--- src/verilog/subBusPkg.sv ---
package subBusPkg;

	////////////////////////////////////////////////////////////////////////////
	// board constants
	////////////////////////////////////////////////////////////////////////////

	// watchdog counter width, top bit drives the bus reset
	// 4 bits gives a timeout of 8 unkicked vertical blanks
	localparam int wdWidth = 4;

	// 8 KB region codes, address bits 15..13
	localparam logic [2:0] regionScr0 = 3'd0;
	localparam logic [2:0] regionScr1 = 3'd1;
	localparam logic [2:0] regionObj = 3'd2;
	localparam logic [2:0] regionSpgm = 3'd3;

	// 1 KB page codes, address bits 15..10
	// sound chip shared ram at 4000h
	localparam logic [5:0] pageSnd = 6'h10;
	// watchdog kick at 8000h
	localparam logic [5:0] pageWdKick = 6'h20;
	// vblank interrupt acknowledge at 8400h
	localparam logic [5:0] pageIrqAck = 6'h21;
	// tile bank select, 8C00h to 8FFFh
	localparam logic [5:0] pageBank = 6'h23;
	// scroll and priority latches, first plane pair
	localparam logic [5:0] pageLth0 = 6'h24;
	// scroll and priority latches, second plane pair
	localparam logic [5:0] pageLth1 = 6'h25;
	// background colour latch at A000h
	localparam logic [5:0] pageLth2 = 6'h28;

	////////////////////////////////////////////////////////////////////////////
	// address views
	////////////////////////////////////////////////////////////////////////////

	// 1 KB page split
	typedef struct packed {
		logic [5:0] page;
		logic [9:0] offset;
	} subPageViewT;

	// 8 KB region split
	typedef struct packed {
		logic [2:0] region;
		logic [12:0] offset;
	} subRegionViewT;

	// one cpu address word, decoded both ways
	typedef union packed {
		logic [15:0] raw;
		subPageViewT pageView;
		subRegionViewT regionView;
	} subAddrT;

	////////////////////////////////////////////////////////////////////////////
	// control bundles
	////////////////////////////////////////////////////////////////////////////

	// chip selects, all active high
	typedef struct packed {
		logic scr0;
		logic scr1;
		logic obj;
		logic snd;
		logic spgm;
		logic mpgm;
		logic lth0;
		logic lth1;
		logic lth2;
		logic bank;
		logic bufEn;
	} chipSelT;

	// write strobes into the timing block
	typedef struct packed {
		logic irqAck;
		logic wdKick;
	} busStrobeT;

	// main cpu e/q and sub cpu e/q
	typedef struct packed {
		logic mq;
		logic me;
		logic subE;
		logic subQ;
	} cpuPhaseT;

endpackage

--- src/verilog/subAddrDecoder.sv ---
`timescale 1ns/1ps

module subAddrDecoder (
	input subBusPkg::subAddrT addr,
	input logic nWe,
	output subBusPkg::chipSelT chipSel,
	output subBusPkg::busStrobeT strobe
);
	import subBusPkg::*;

	// 8 KB window number
	logic [2:0] region;
	// 1 KB page number
	logic [5:0] page;
	// scr0, scr1, obj, spgm in bit order 0..3
	logic [3:0] regionSel;
	// active high copy of the cpu write strobe
	logic writeEn;
	logic sndSel;
	logic lth0Sel;
	logic lth1Sel;
	logic lth2Sel;
	logic bankSel;
	logic ackPage;
	logic kickPage;

	////////////////////////////////////////////////////////////////////////////
	// address views
	////////////////////////////////////////////////////////////////////////////

	// same word, read through the two union views
	assign region = addr.regionView.region;
	assign page = addr.pageView.page;

	// nWe is low during a cpu write cycle
	assign writeEn = ~nWe;

	////////////////////////////////////////////////////////////////////////////
	// 8 KB windows
	////////////////////////////////////////////////////////////////////////////

	// 0000h to 1FFFh, video ram plane 0
	assign regionSel[0] = (region == regionScr0);
	// 2000h to 3FFFh, video ram plane 1
	assign regionSel[1] = (region == regionScr1);
	// 4000h to 5FFFh, sprite ram
	assign regionSel[2] = (region == regionObj);
	// 6000h to 7FFFh, sub program rom
	assign regionSel[3] = (region == regionSpgm);

	////////////////////////////////////////////////////////////////////////////
	// 1 KB pages
	////////////////////////////////////////////////////////////////////////////

	// sound chip overlaps the bottom of sprite ram
	assign sndSel = (page == pageSnd);

	// scroll and priority latch banks
	assign lth0Sel = (page == pageLth0);
	assign lth1Sel = (page == pageLth1);
	assign lth2Sel = (page == pageLth2);

	// tile bank latch
	assign bankSel = (page == pageBank);

	// control pages, only meaningful on a write
	assign ackPage = (page == pageIrqAck);
	assign kickPage = (page == pageWdKick);

	////////////////////////////////////////////////////////////////////////////
	// outputs
	////////////////////////////////////////////////////////////////////////////

	always_comb begin
		chipSel.scr0 = regionSel[0];
		chipSel.scr1 = regionSel[1];
		chipSel.obj = regionSel[2];
		chipSel.spgm = regionSel[3];
		// main program rom fills the top half
		chipSel.mpgm = addr.raw[15];
		chipSel.snd = sndSel;
		chipSel.lth0 = lth0Sel;
		chipSel.lth1 = lth1Sel;
		chipSel.lth2 = lth2Sel;
		chipSel.bank = bankSel;
		// data buffer opens for video ram, sprites, sound and the two scroll latches
		// lth2 sits behind its own buffer on the board
		chipSel.bufEn = regionSel[0] | regionSel[1] | regionSel[2] | sndSel |
			lth0Sel | lth1Sel;
	end

	always_comb begin
		// reads of these pages do nothing
		strobe.irqAck = ackPage & writeEn;
		strobe.wdKick = kickPage & writeEn;
	end

	////////////////////////////////////////////////////////////////////////////
	// checks
	////////////////////////////////////////////////////////////////////////////

	// region codes must stay distinct in the package
	// so at most one 8 KB window is ever selected
	asRegionOneHot: assert property (@(addr.raw) $onehot0(regionSel))
		else $error("subAddrDecoder: overlapping region selects %b", regionSel);

endmodule

--- src/verilog/subBusCtrl.sv ---
`timescale 1ns/1ps

module subBusCtrl (
	// 6 MHz master clock
	input logic clk6M,
	input logic rst,
	// 2H video clock, source of the cpu phases
	input logic clk2H,
	// active low vertical blank from the video timing
	input logic nVBlank,
	// active low cpu write
	input logic nWe,
	// sub cpu address
	input subBusPkg::subAddrT addr,
	output subBusPkg::chipSelT chipSel,
	output subBusPkg::cpuPhaseT phase,
	// vblank interrupt to the cpu, active low
	output logic nIrq,
	// watchdog bus reset, active high
	output logic res
);
	import subBusPkg::*;

	// ack and kick writes from the decoder
	busStrobeT strobe;

	////////////////////////////////////////////////////////////////////////////
	// memory map
	////////////////////////////////////////////////////////////////////////////

	// purely combinational, selects follow the address in the same cycle
	subAddrDecoder i_decoder (
		.addr(addr),
		.nWe(nWe),
		.chipSel(chipSel),
		.strobe(strobe)
	);

	////////////////////////////////////////////////////////////////////////////
	// clocks, interrupt and watchdog
	////////////////////////////////////////////////////////////////////////////

	// strobes act on the same edge they are decoded
	// res also holds the phase shifter clear
	subTimingCtrl i_timing (
		.clk6M(clk6M),
		.rst(rst),
		.clk2H(clk2H),
		.nVBlank(nVBlank),
		.strobe(strobe),
		.phase(phase),
		.nIrq(nIrq),
		.res(res)
	);

endmodule

--- src/verilog/subTimingCtrl.sv ---
`timescale 1ns/1ps

module subTimingCtrl (
	input logic clk6M,
	input logic rst,
	input logic clk2H,
	input logic nVBlank,
	input subBusPkg::busStrobeT strobe,
	output subBusPkg::cpuPhaseT phase,
	output logic nIrq,
	output logic res
);
	import subBusPkg::*;

	// two stage shift of the 2H clock
	logic mq;
	logic me;
	// shifter is held clear by board reset or the watchdog
	logic phaseClr;

	// previous nVBlank sample
	logic vblkPrev;
	// falling edge of nVBlank seen this cycle
	logic vblkStart;
	// start seen last cycle, sets the interrupt
	logic startPend;

	// counts unkicked vertical blanks
	logic [wdWidth-1:0] wdCount;

	////////////////////////////////////////////////////////////////////////////
	// e/q phase generator
	////////////////////////////////////////////////////////////////////////////

	assign phaseClr = rst | res;

	// mq follows 2H by one 6M cycle, me follows mq by one more
	always_ff @(posedge clk6M) begin
		if (phaseClr) begin
			mq <= 1'b0;
			me <= 1'b0;
		end else begin
			mq <= clk2H;
			me <= mq;
		end
	end

	// sub cpu runs on the inverted pair
	always_comb begin
		phase.mq = mq;
		phase.me = me;
		phase.subE = ~me;
		phase.subQ = ~mq;
	end

	////////////////////////////////////////////////////////////////////////////
	// vertical blank detect and interrupt latch
	////////////////////////////////////////////////////////////////////////////

	// start is a high to low step of nVBlank
	assign vblkStart = vblkPrev & ~nVBlank;

	always_ff @(posedge clk6M) begin
		if (rst) begin
			// idle level of nVBlank, so no start right after reset
			vblkPrev <= 1'b1;
			startPend <= 1'b0;
		end else begin
			vblkPrev <= nVBlank;
			startPend <= vblkStart;
		end
	end

	// nIrq is active low and held until the cpu acknowledges
	always_ff @(posedge clk6M) begin
		if (rst) begin
			nIrq <= 1'b1;
		end else if (strobe.irqAck) begin
			// ack has priority over a new start on the same edge
			nIrq <= 1'b1;
		end else if (startPend) begin
			nIrq <= 1'b0;
		end
	end

	////////////////////////////////////////////////////////////////////////////
	// watchdog
	////////////////////////////////////////////////////////////////////////////

	always_ff @(posedge clk6M) begin
		if (rst) begin
			wdCount <= '0;
		end else if (strobe.wdKick) begin
			wdCount <= '0;
		end else if (vblkStart && !wdCount[wdWidth-1]) begin
			// saturates once the top bit is set
			wdCount <= wdCount + 1'b1;
		end
	end

	// bus reset out, stays high until software kicks again
	assign res = wdCount[wdWidth-1];

	////////////////////////////////////////////////////////////////////////////
	// checks
	////////////////////////////////////////////////////////////////////////////

	// me is mq delayed by one cycle whenever the shifter was running
	asPhaseLag: assert property (
		@(posedge clk6M) disable iff (rst)
		!$past(phaseClr) |-> (me == $past(mq))
	) else $error("subTimingCtrl: me does not follow mq");

	// the interrupt only asserts two edges after nVBlank falls
	asIrqAfterStart: assert property (
		@(posedge clk6M) disable iff (rst)
		$fell(nIrq) |-> $past(vblkStart, 2)
	) else $error("subTimingCtrl: nIrq fell without a vblank start");

	// once raised, res and the counter top bit hold until a kick
	asResHold: assert property (
		@(posedge clk6M) disable iff (rst)
		(res && !strobe.wdKick) |=> (res && wdCount[wdWidth-1])
	) else $error("subTimingCtrl: res dropped without a kick");

endmodule
--- config.mk ---
export PLATFORM = sky130hd
export DESIGN_NAME = subBusCtrl
export DESIGN_NICKNAME = d
export VERILOG_FILES = /design/src/verilog/subBusPkg.sv /design/src/verilog/subAddrDecoder.sv /design/src/verilog/subBusCtrl.sv /design/src/verilog/subTimingCtrl.sv
export SDC_FILE = /design/constraint.sdc
export NUM_CORES = 1
export LEC_CHECK = 0
export BUFFER_PORTS_ARGS = -buffer_cell sky130_fd_sc_hd__buf_4
export CAP_MARGIN = 5
export CORE_UTILIZATION = 38
export CTS_CLUSTER_SIZE = 16
export DETAILED_ROUTE_END_ITERATION = 6
export PLACE_DENSITY = 0.77
export SETUP_SLACK_MARGIN = 0.1
export SLEW_MARGIN = 15
export SYNTH_ARGS = -nofsm -noshare
export SYNTH_HDL_FRONTEND = slang
export SYNTH_SLANG_ARGS = --single-unit
--- constraint.sdc ---
create_clock -name clk6M -period 1.4 [get_ports clk6M]
set_input_delay 0 -clock clk6M [delete_from_list [all_inputs] [get_ports clk6M]]
set_output_delay 0 -clock clk6M [all_outputs]
set_load 0.005 [all_outputs]
==> results.py, run 1 <==
metrics = {
    "drt": {
        "drtPass1Iterations": 4,
        "vias_per_cell": 4.80,
        "route.detailed.drc": 0,
        "vias": 470,
        "wl_per_cell_um": 10.4,
        "drtIter0Drc": 7,
        "postRouteAntennaNets": 0,
        "wirelength_um": 1020,
    },
    "synth": {
        "seq_area_frac_synth": 0.340,
        "synth_area_um2": 531,
        "syn_nets": 80,
        "synth_seq_cells": 9,
        "synth_cells": 58,
        "yosysUniqueCellTypes": 29,
        "synth.avg_cell_area_um2": 9.15,
        "yosysWarnings": 0,
    },
    "clock_tree": {
        "cts_tree": "yes",
        "cts.repair.resized": 0,
        "root_buffer": "clkbuf_4",
        "h-tree-depth": 1,
        "numCtsBuffers": 3,
        "ctsLongestPathBuffers": 2,
        "cts.sinks": 9,
        "clk_pin_slew_ns": 0.06,
        "clk_latency_ns": 0.26,
    },
    "outcome": {
        "status": "finished, final reports clean",
    },
    "floorplanning": {
        "die_h_um": 39.4,
        "dieWidth_um": 39.4,
        "fp-row-count": 13,
        "die_area_um2": 1550,
        "ios": 38,
        "initial_utilization": 0.408,
        "core_um2": 1300,
    },
    "global_route": {
        "grt-ovfl-total": 0,
        "first_global_vias": 358,
        "grt_max_degree": 11,
        "grt_pass1_wl_um": 1490,
        "antenna_found_initial": 0,
        "grt_usage": 0.148,
    },
    "cells_and_area": {
        "instances_no_fill": 98,
        "diodes": 0,
        "drive_gt1_frac": 0.458,
        "area_growth_pct": 41.3,
        "nFillCells": 133,
        "layout.nets": 106,
    },
    "placement": {
        "port_buffers": 27,
        "place_congestion": 0.652,
        "dpl.hpwl_um": 761,
        "dp.cells": 90,
    },
    "critical_path": {
        "path_cells": "dlygate4sd3_1, buf_4, a21oi_1, o31ai_1, dlygate4sd3_1",
        "cp-endpoint": "i_timing.nIrq",
        "critPathLaunchType": "input pin",
        "crit_path_max_fanout": 5,
        "crit_top_cell": "dlygate4sd3_1",
        "r2r_setup_slack_ns": 0.20,
        "critPathRequiredTime_ns": 1.55,
        "rr_endpoint": "i_timing.nIrq",
        "critical_path_arrival_ns": 1.42,
        "end_kind": "flop",
        "max_stage_delay_ns": 0.55,
        "slowest_stage": "dlygate4sd3_1",
        "rr_startpoint": "i_timing.startPend",
        "cp-startpoint": "rst",
        "worstSetupPathType": "input pin to flop",
        "rr_worst_depth": 4,
    },
    "sta": {
        "timing.slew.headroom": 0.788,
        "tns_ns": 0,
        "rsz0062_at_grt": "false",
        "setup-violations-final": 0,
        "slew_viol_final": 0,
        "hold_viol_final": 0,
        "fin_crit_sh": 0.912,
        "skew_ns": 0.00640,
        "max_freq_mhz": 784,
        "tightest_slew_ns": 0.313,
        "fin_crit_ns": 1.28,
    },
    "run": {
        "max_cap_violations": 0,
    },
    "pwr": {
        "p_per_area_nw_per_um2": 793,
        "p_leak_uw": 0.000343,
        "peakVddDrop_v": 0.000560,
    },
    "min_path": {
        "hold_class": "input pin to flop",
    },
}
[per-stage QoR]
| stage | hold slack (ns) | utilization | total power [µW] | setup WS (ns) | cell area [µm²] |
|---|---|---|---|---|---|
| 3_3_place_gp | 0.197 | 0.525 | 393 | 0.309 | 683 |
| 5_1_grt | 0.00669 | 0.576 | 641 | 0.101 | 749 |
| 6_report | 0.0102 | 0.576 | 594 | 0.124 | 749 |
| 2_1_floorplan | 0.0261 | - | 340 | 0.372 | 531 |
| 3_5_place_dp | 0.198 | 0.525 | 396 | 0.285 | 683 |
| 4_1_cts | 0.00326 | 0.576 | 603 | 0.133 | 749 |
[cell families (layout without fill, tap and decap cells)]
group                      after synthesis  after routing  synth area share
muxes                                    1              1            0.0189
AOI/OAI and AO/OA                        6              6            0.0849
xor gates and xnor gates                 2              2            0.0330
and+or+nand+nor                         24             24             0.335
buffers and inverters                   15             40             0.165
DFF                                      9              9             0.340
adders and majority gates                1              1            0.0236
[state kept, by name, summed over array words and instances, names as in the netlist]
register / flops
i_timing.startPend: 1
i_timing.wdCount: 4
i_timing.mq: 1
i_timing.nIrq: 1
i_timing.me: 1
i_timing.vblkPrev: 1
[timing repair]
| action | CTS | global route |
|---|---|---|
| setup buffers | 0 | 0 |
| hold buffers | 4 | 0 |
| endpoints found under the hold margin | 4 | 0 |
[routing by layer]
layer | GRT usage | vias up | wire (µm)
met5 | 0 | - | 0
met4 | 0.0517 | 0 | 0
met3 | 0.0852 | 0 | 40
met2 | 0.208 | 8 | 525
met1 | 0.184 | 217 | 454
li1 | - | 245 | -
[worst min path at each step]
stage	start	endpoint	cells past startpoint
after floorplan	addr[13]	chipSel[8]	1
after global placement	nWe	i_timing.nIrq	2
after detailed placement	nWe	i_timing.nIrq	2
after CTS	clk2H	i_timing.mq	2
after global routing	clk2H	i_timing.mq	2
final	clk2H	i_timing.mq	2
[cells in the final DEF (no fill, tap or decap), types with 2 or more instances in the layout]
cell	n
dfxtp_1	9
nor3b_1	2
nor3_1	4
nor3b_2	3
xnor2_1	2
clkbuf_4	3
nor2_1	5
dlygate4sd3_1	4
buf_4	27
inv_1	4
[where the power goes]
group	switching [µW]	total (µW)	internal [µW]
clock network	84.5	194	109
registers	8.78	278	270
logic	49.4	122	72.3
total	143	594	451
[cell type report]
cell class | instances | area, µm² | area share
flip-flops and latches | 9 | 180 | 0.240
multi-input cells | 34 | 263 | 0.351
inverters | 5 | 18.8 | 0.0250
well taps | 15 | 18.8 | 0.0250
repair buffers | 31 | 243 | 0.324
clock buffers | 4 | 26.3 | 0.0351
[cell usage after synthesis (all sizes together)]
master | number | share of area
nor2 | 5 | 0.035
o31a | 1 | 0.019
xnor2 | 2 | 0.033
nor4 | 1 | 0.012
inv | 5 | 0.035
nor3 | 4 | 0.038
ha | 1 | 0.024
and3 | 1 | 0.012
dfxtp | 9 | 0.34
nand2 | 1 | 0.0071
nor4b | 2 | 0.045
o31ai | 1 | 0.014
nand3b | 1 | 0.014
or2 | 1 | 0.012
mux2i | 1 | 0.019
and3b | 1 | 0.017
a41oi | 1 | 0.017
nor4bb | 1 | 0.019
a21oi | 1 | 0.0094
or4b | 1 | 0.026
nor3b | 5 | 0.099
a21o | 1 | 0.014
o22ai | 1 | 0.012
buf | 9 | 0.12
clkbuf | 1 | 0.0071
[worst max-delay path, delay by kind of cell]
family                 cells  cell delay (ns)
buffers and inverters      3             1.24
AOI/OAI and AO/OA          2             0.19
Power figures use the tool's default switching activity.
==> run 2: changes to the inputs <==
- PLACE_DENSITY: 0.77 -> 0.75
==> results.py, run 2 (synthesis results as in run 1) <==
metrics = {
    "critical_path": {
        "critical_path_arrival_ns": 1.41,
        "rr_worst_depth": 4,
        "critPathRequiredTime_ns": 1.55,
        "worstSetupPathType": "input pin to flop",
        "end_kind": "flop",
        "critPathLaunchType": "input pin",
        "rr_endpoint": "i_timing.nIrq",
        "slowest_stage": "dlygate4sd3_1",
        "r2r_setup_slack_ns": 0.19,
        "path_cells": "dlygate4sd3_1, buf_6, a21oi_2, o31ai_2, dlygate4sd3_1",
        "crit_path_max_fanout": 5,
        "crit_top_cell": "dlygate4sd3_1",
        "crit_family": "buffers and inverters",
        "rr_startpoint": "i_timing.startPend",
        "cp_num_buf_inv": 3,
        "max_stage_delay_ns": 0.56,
    },
    "sta": {
        "skew_ns": 0.00540,
        "setup-violations-final": 0,
        "fin_crit_sh": 0.901,
        "tns_ns": 0,
        "rsz0062_at_grt": "false",
        "fin_ws_ns": 0.138,
        "tightest_slew_ns": 0.315,
        "fin_crit_ns": 1.26,
        "slew_viol_final": 0,
        "timing.slew.headroom": 0.787,
        "max_freq_mhz": 792,
        "hold_viol_final": 0,
    },
    "clock_tree": {
        "root_buffer": "clkbuf_4",
        "clk_latency_ns": 0.26,
        "ctsLongestPathBuffers": 2,
        "h-tree-depth": 1,
        "cts_tree": "yes",
        "cts.sinks": 9,
        "numCtsBuffers": 3,
        "clk_pin_slew_ns": 0.06,
    },
    "floorplanning": {
        "fp-row-count": 13,
        "die_area_um2": 1550,
        "core_um2": 1300,
        "ios": 38,
        "initial_utilization": 0.408,
        "dieWidth_um": 39.4,
        "die_h_um": 39.4,
    },
    "global_route": {
        "grt_pass1_wl_um": 1520,
        "antenna_found_initial": 0,
        "grt-ovfl-total": 0,
        "grt_usage": 0.151,
        "first_global_vias": 365,
        "grt_max_degree": 11,
    },
    "cells_and_area": {
        "final_common_cell": "buf_4",
        "drive_gt1_frac": 0.482,
        "design_area_um2": 762,
        "area_growth_pct": 43.6,
        "layout.nets": 106,
        "largest-register": "i_timing.wdCount",
        "most-common-layout-cells": "buf_4 (26), dfxtp_1 (9), nor2_1 (5)",
        "utilization": 0.586,
        "diodes": 0,
        "largest_reg_flops": 4,
    },
    "min_path": {
        "holdCritStartpoint": "clk2H",
        "hold_end": "i_timing.mq",
        "hold_class": "input pin to flop",
        "min_path_cells": 2,
    },
    "pwr": {
        "peakVddDrop_v": 0.000602,
        "p_per_area_nw_per_um2": 796,
        "p_leak_uw": 0.000345,
        "finalPower_uw": 606,
    },
    "drt": {
        "postRouteAntennaNets": 0,
        "drtPass1Iterations": 4,
        "vias": 480,
        "wl_per_cell_um": 11.0,
        "wirelength_um": 1080,
        "drtIter0Drc": 4,
        "vias_per_cell": 4.90,
        "route.detailed.drc": 0,
    },
    "run": {
        "max_cap_violations": 0,
    },
    "placement": {
        "post_dp_cell_area_um2": 683,
        "post-place-ws_ns": 0.294,
        "port_buffers": 27,
        "dpl.hpwl_um": 800,
        "place_congestion": 0.668,
    },
    "outcome": {
        "status": "finished, final reports clean",
    },
}
## run 2: cell types whose count changed in the layout (fill, tap and decap cells not counted)
cell / before / now
buf_6: 0 / 1
a21oi_1: 1 / 0
o31ai_2: 0 / 1
o31ai_1: 1 / 0
buf_4: 27 / 26
a21oi_2: 0 / 1
## run 2: how the worst max path moves through the flow
stage,depth (start not counted),slack (ns),end,from
floorplan,4,0.37,i_timing.wdCount[2],i_timing.wdCount[0]
global placement,4,0.31,i_timing.wdCount[2],i_timing.wdCount[0]
detailed placement,4,0.29,i_timing.wdCount[2],i_timing.wdCount[0]
CTS,5,0.12,i_timing.nIrq,rst
global route,5,0.13,i_timing.nIrq,rst
finish,5,0.14,i_timing.nIrq,rst
## run 2: through the flow
step	hold slack [ns]	instances
4_1_cts	0.0105	98
3_5_place_dp	0.206	90
2_1_floorplan	0.0261	58
6_report	0.00411	98
5_1_grt	0.00485	98
3_3_place_gp	0.197	90
## run 2: routing by layer
metal,up-vias,GRT usage,wire (µm)
li1,244,-,-
met1,220,0.179,485
met2,11,0.225,513
met3,5,0.0682,51
met4,0,0.0776,27
met5,-,0,0
## run 2: what timing repair did
action,in CTS,in global routing
endpoints found under the hold margin,4,0
hold buffers,4,0
endpoints found under the setup margin,0,1
setup buffers,0,0
resized for setup,0,3
## run 2: cell type report
type,count,area [µm²]
fill,134,539
multi-input combinational,34,272
timing repair buffer,31,246
sequential,9,180
clock buffer,4,26.3
inverter,5,18.8
tap,15,18.8
## run 2: power breakdown
group / internal (µW) / switching [µW]
logic: 74.3 / 51.6
registers: 270 / 8.54
clock network: 110 / 92.2
==> run 3: changes to the inputs <==
- PLACE_DENSITY: 0.75 -> unset
- PLACE_DENSITY_LB_ADDON: unset -> 0.12
==> results.py, run 3 (synthesis results as in run 1) <==
metrics = {
    "critical_path": {
        "crit_top_cell": "dlygate4sd3_1",
        "rr_startpoint": "i_timing.startPend",
        "cp_num_buf_inv": 3,
        "slowest_stage": "dlygate4sd3_1",
        "crit_path_max_fanout": 5,
        "max_stage_delay_ns": 0.55,
        "path_cells": "dlygate4sd3_1, buf_6, a21oi_2, o31ai_1, dlygate4sd3_1",
        "rr_worst_depth": 4,
        "critPathRequiredTime_ns": 1.54,
        "critical_path_arrival_ns": 1.41,
        "r2r_setup_slack_ns": 0.20,
        "rr_endpoint": "i_timing.nIrq",
        "critPathLaunchType": "input pin",
        "crit_family": "buffers and inverters",
        "worstSetupPathType": "input pin to flop",
        "end_kind": "flop",
    },
    "pwr": {
        "p_per_area_nw_per_um2": 790,
        "peakVddDrop_v": 0.000817,
        "p_leak_uw": 0.000344,
    },
    "global_route": {
        "grt_usage": 0.143,
        "grt_max_degree": 11,
        "grt-ovfl-total": 0,
        "antenna_found_initial": 0,
        "first_global_vias": 349,
        "grt_pass1_wl_um": 1440,
    },
    "cells_and_area": {
        "drive_gt1_frac": 0.470,
        "largest_reg_flops": 4,
        "nFillCells": 124,
        "layout.nets": 106,
        "most-common-layout-cells": "buf_4 (26), dfxtp_1 (9), nor2_1 (5)",
        "largest-register": "i_timing.wdCount",
        "diodes": 0,
        "final_common_cell": "buf_4",
        "area_growth_pct": 42.7,
    },
    "drt": {
        "vias": 468,
        "postRouteAntennaNets": 0,
        "drtIter0Drc": 8,
        "wl_per_cell_um": 9.85,
        "vias_per_cell": 4.78,
        "route.detailed.drc": 0,
        "drtPass1Iterations": 4,
        "wirelength_um": 965,
    },
    "floorplanning": {
        "die_h_um": 39.4,
        "initial_utilization": 0.408,
        "fp-row-count": 13,
        "ios": 38,
        "dieWidth_um": 39.4,
        "core_um2": 1300,
        "die_area_um2": 1550,
    },
    "sta": {
        "hold_viol_final": 0,
        "fin_crit_ns": 1.26,
        "setup-violations-final": 0,
        "tightest_slew_ns": 0.337,
        "rsz0062_at_grt": "false",
        "max_freq_mhz": 792,
        "slew_viol_final": 0,
        "timing.slew.headroom": 0.772,
        "skew_ns": 0.00230,
        "fin_crit_sh": 0.902,
        "tns_ns": 0,
        "fin_hold_ws_ns": 0.00959,
    },
    "min_path": {
        "hold_class": "input pin to flop",
        "hold_end": "i_timing.mq",
        "holdCritStartpoint": "clk2H",
        "min_path_cells": 2,
    },
    "clock_tree": {
        "ctsLongestPathBuffers": 2,
        "h-tree-depth": 1,
        "root_buffer": "clkbuf_4",
        "cts.sinks": 9,
        "cts_tree": "yes",
        "numCtsBuffers": 3,
        "clk_latency_ns": 0.26,
        "clk_pin_slew_ns": 0.06,
    },
    "placement": {
        "place_congestion": 0.611,
        "port_buffers": 27,
        "dpl.hpwl_um": 709,
    },
    "run": {
        "max_cap_violations": 0,
    },
    "outcome": {
        "status": "finished, final reports clean",
    },
}
## run 3: cell count changes in the layout (fill, tap and decap cells not counted)
| cell | before | now |
|---|---|---|
| o31ai_1 | 0 | 1 |
| o31ai_2 | 1 | 0 |
## run 3: layer usage
layer	vias to the layer above	global-route usage	wire, µm
met3	0	0.108	75
met2	17	0.196	407
met5	-	0	0
li1	247	-	-
met1	204	0.177	482
met4	0	0.0259	0
## run 3: where the power goes
| group | switching (µW) | internal (µW) | leakage (µW) |
|---|---|---|---|
| combinational | 49.9 | 73.6 | 0.000255 |
| sequential | 8.34 | 270 | 0.0000740 |
| clock | 86.7 | 110 | 0.0000150 |
| total | 145 | 453 | 0.000344 |
## run 3: per-stage QoR
step	util	setup slack [ns]	power (µW)	instances	cell area [µm²]
5_1_grt	0.582	0.0944	634	98	757
3_5_place_dp	0.525	0.315	395	90	683
3_3_place_gp	0.525	0.301	395	90	683
6_report	0.582	0.137	598	98	757
4_1_cts	0.576	0.104	603	98	749
2_1_floorplan	-	0.372	340	58	531
## run 3: final cells by class
cell class | instances | area (µm²) | share of cell area
timing repair buffer | 31 | 246 | 0.326
sequential | 9 | 180 | 0.238
clock buffer | 4 | 26.3 | 0.0347
multi-input combinational | 34 | 267 | 0.352
inverter | 5 | 18.8 | 0.0248
tap | 15 | 18.8 | 0.0248
## run 3: worst reg2reg max path, stage by stage, from the launching register on
cell and delay, ns:
dfxtp_1 0.30, inv_1 0.04, a21oi_2 0.13, o31ai_1 0.07
dlygate4sd3_1 0.55
## run 3: what timing repair did
action	in CTS	in global routing
hold buffers	4	0
endpoints found under the hold margin	4	0
buffers inserted	0	0
endpoints found under the setup margin	0	1
gates resized for setup	0	2
## run 3: worst max-delay path by stage
stage	startpoint	endpoint	slack, ns	cells after the start
global placement	i_timing.wdCount[0]	i_timing.wdCount[2]	0.30	4
floorplan	i_timing.wdCount[0]	i_timing.wdCount[2]	0.37	4
global route	rst	i_timing.nIrq	0.09	5
finish	rst	i_timing.nIrq	0.14	5
CTS	rst	i_timing.nIrq	0.10	5
detailed placement	i_timing.wdCount[0]	i_timing.wdCount[2]	0.31	4
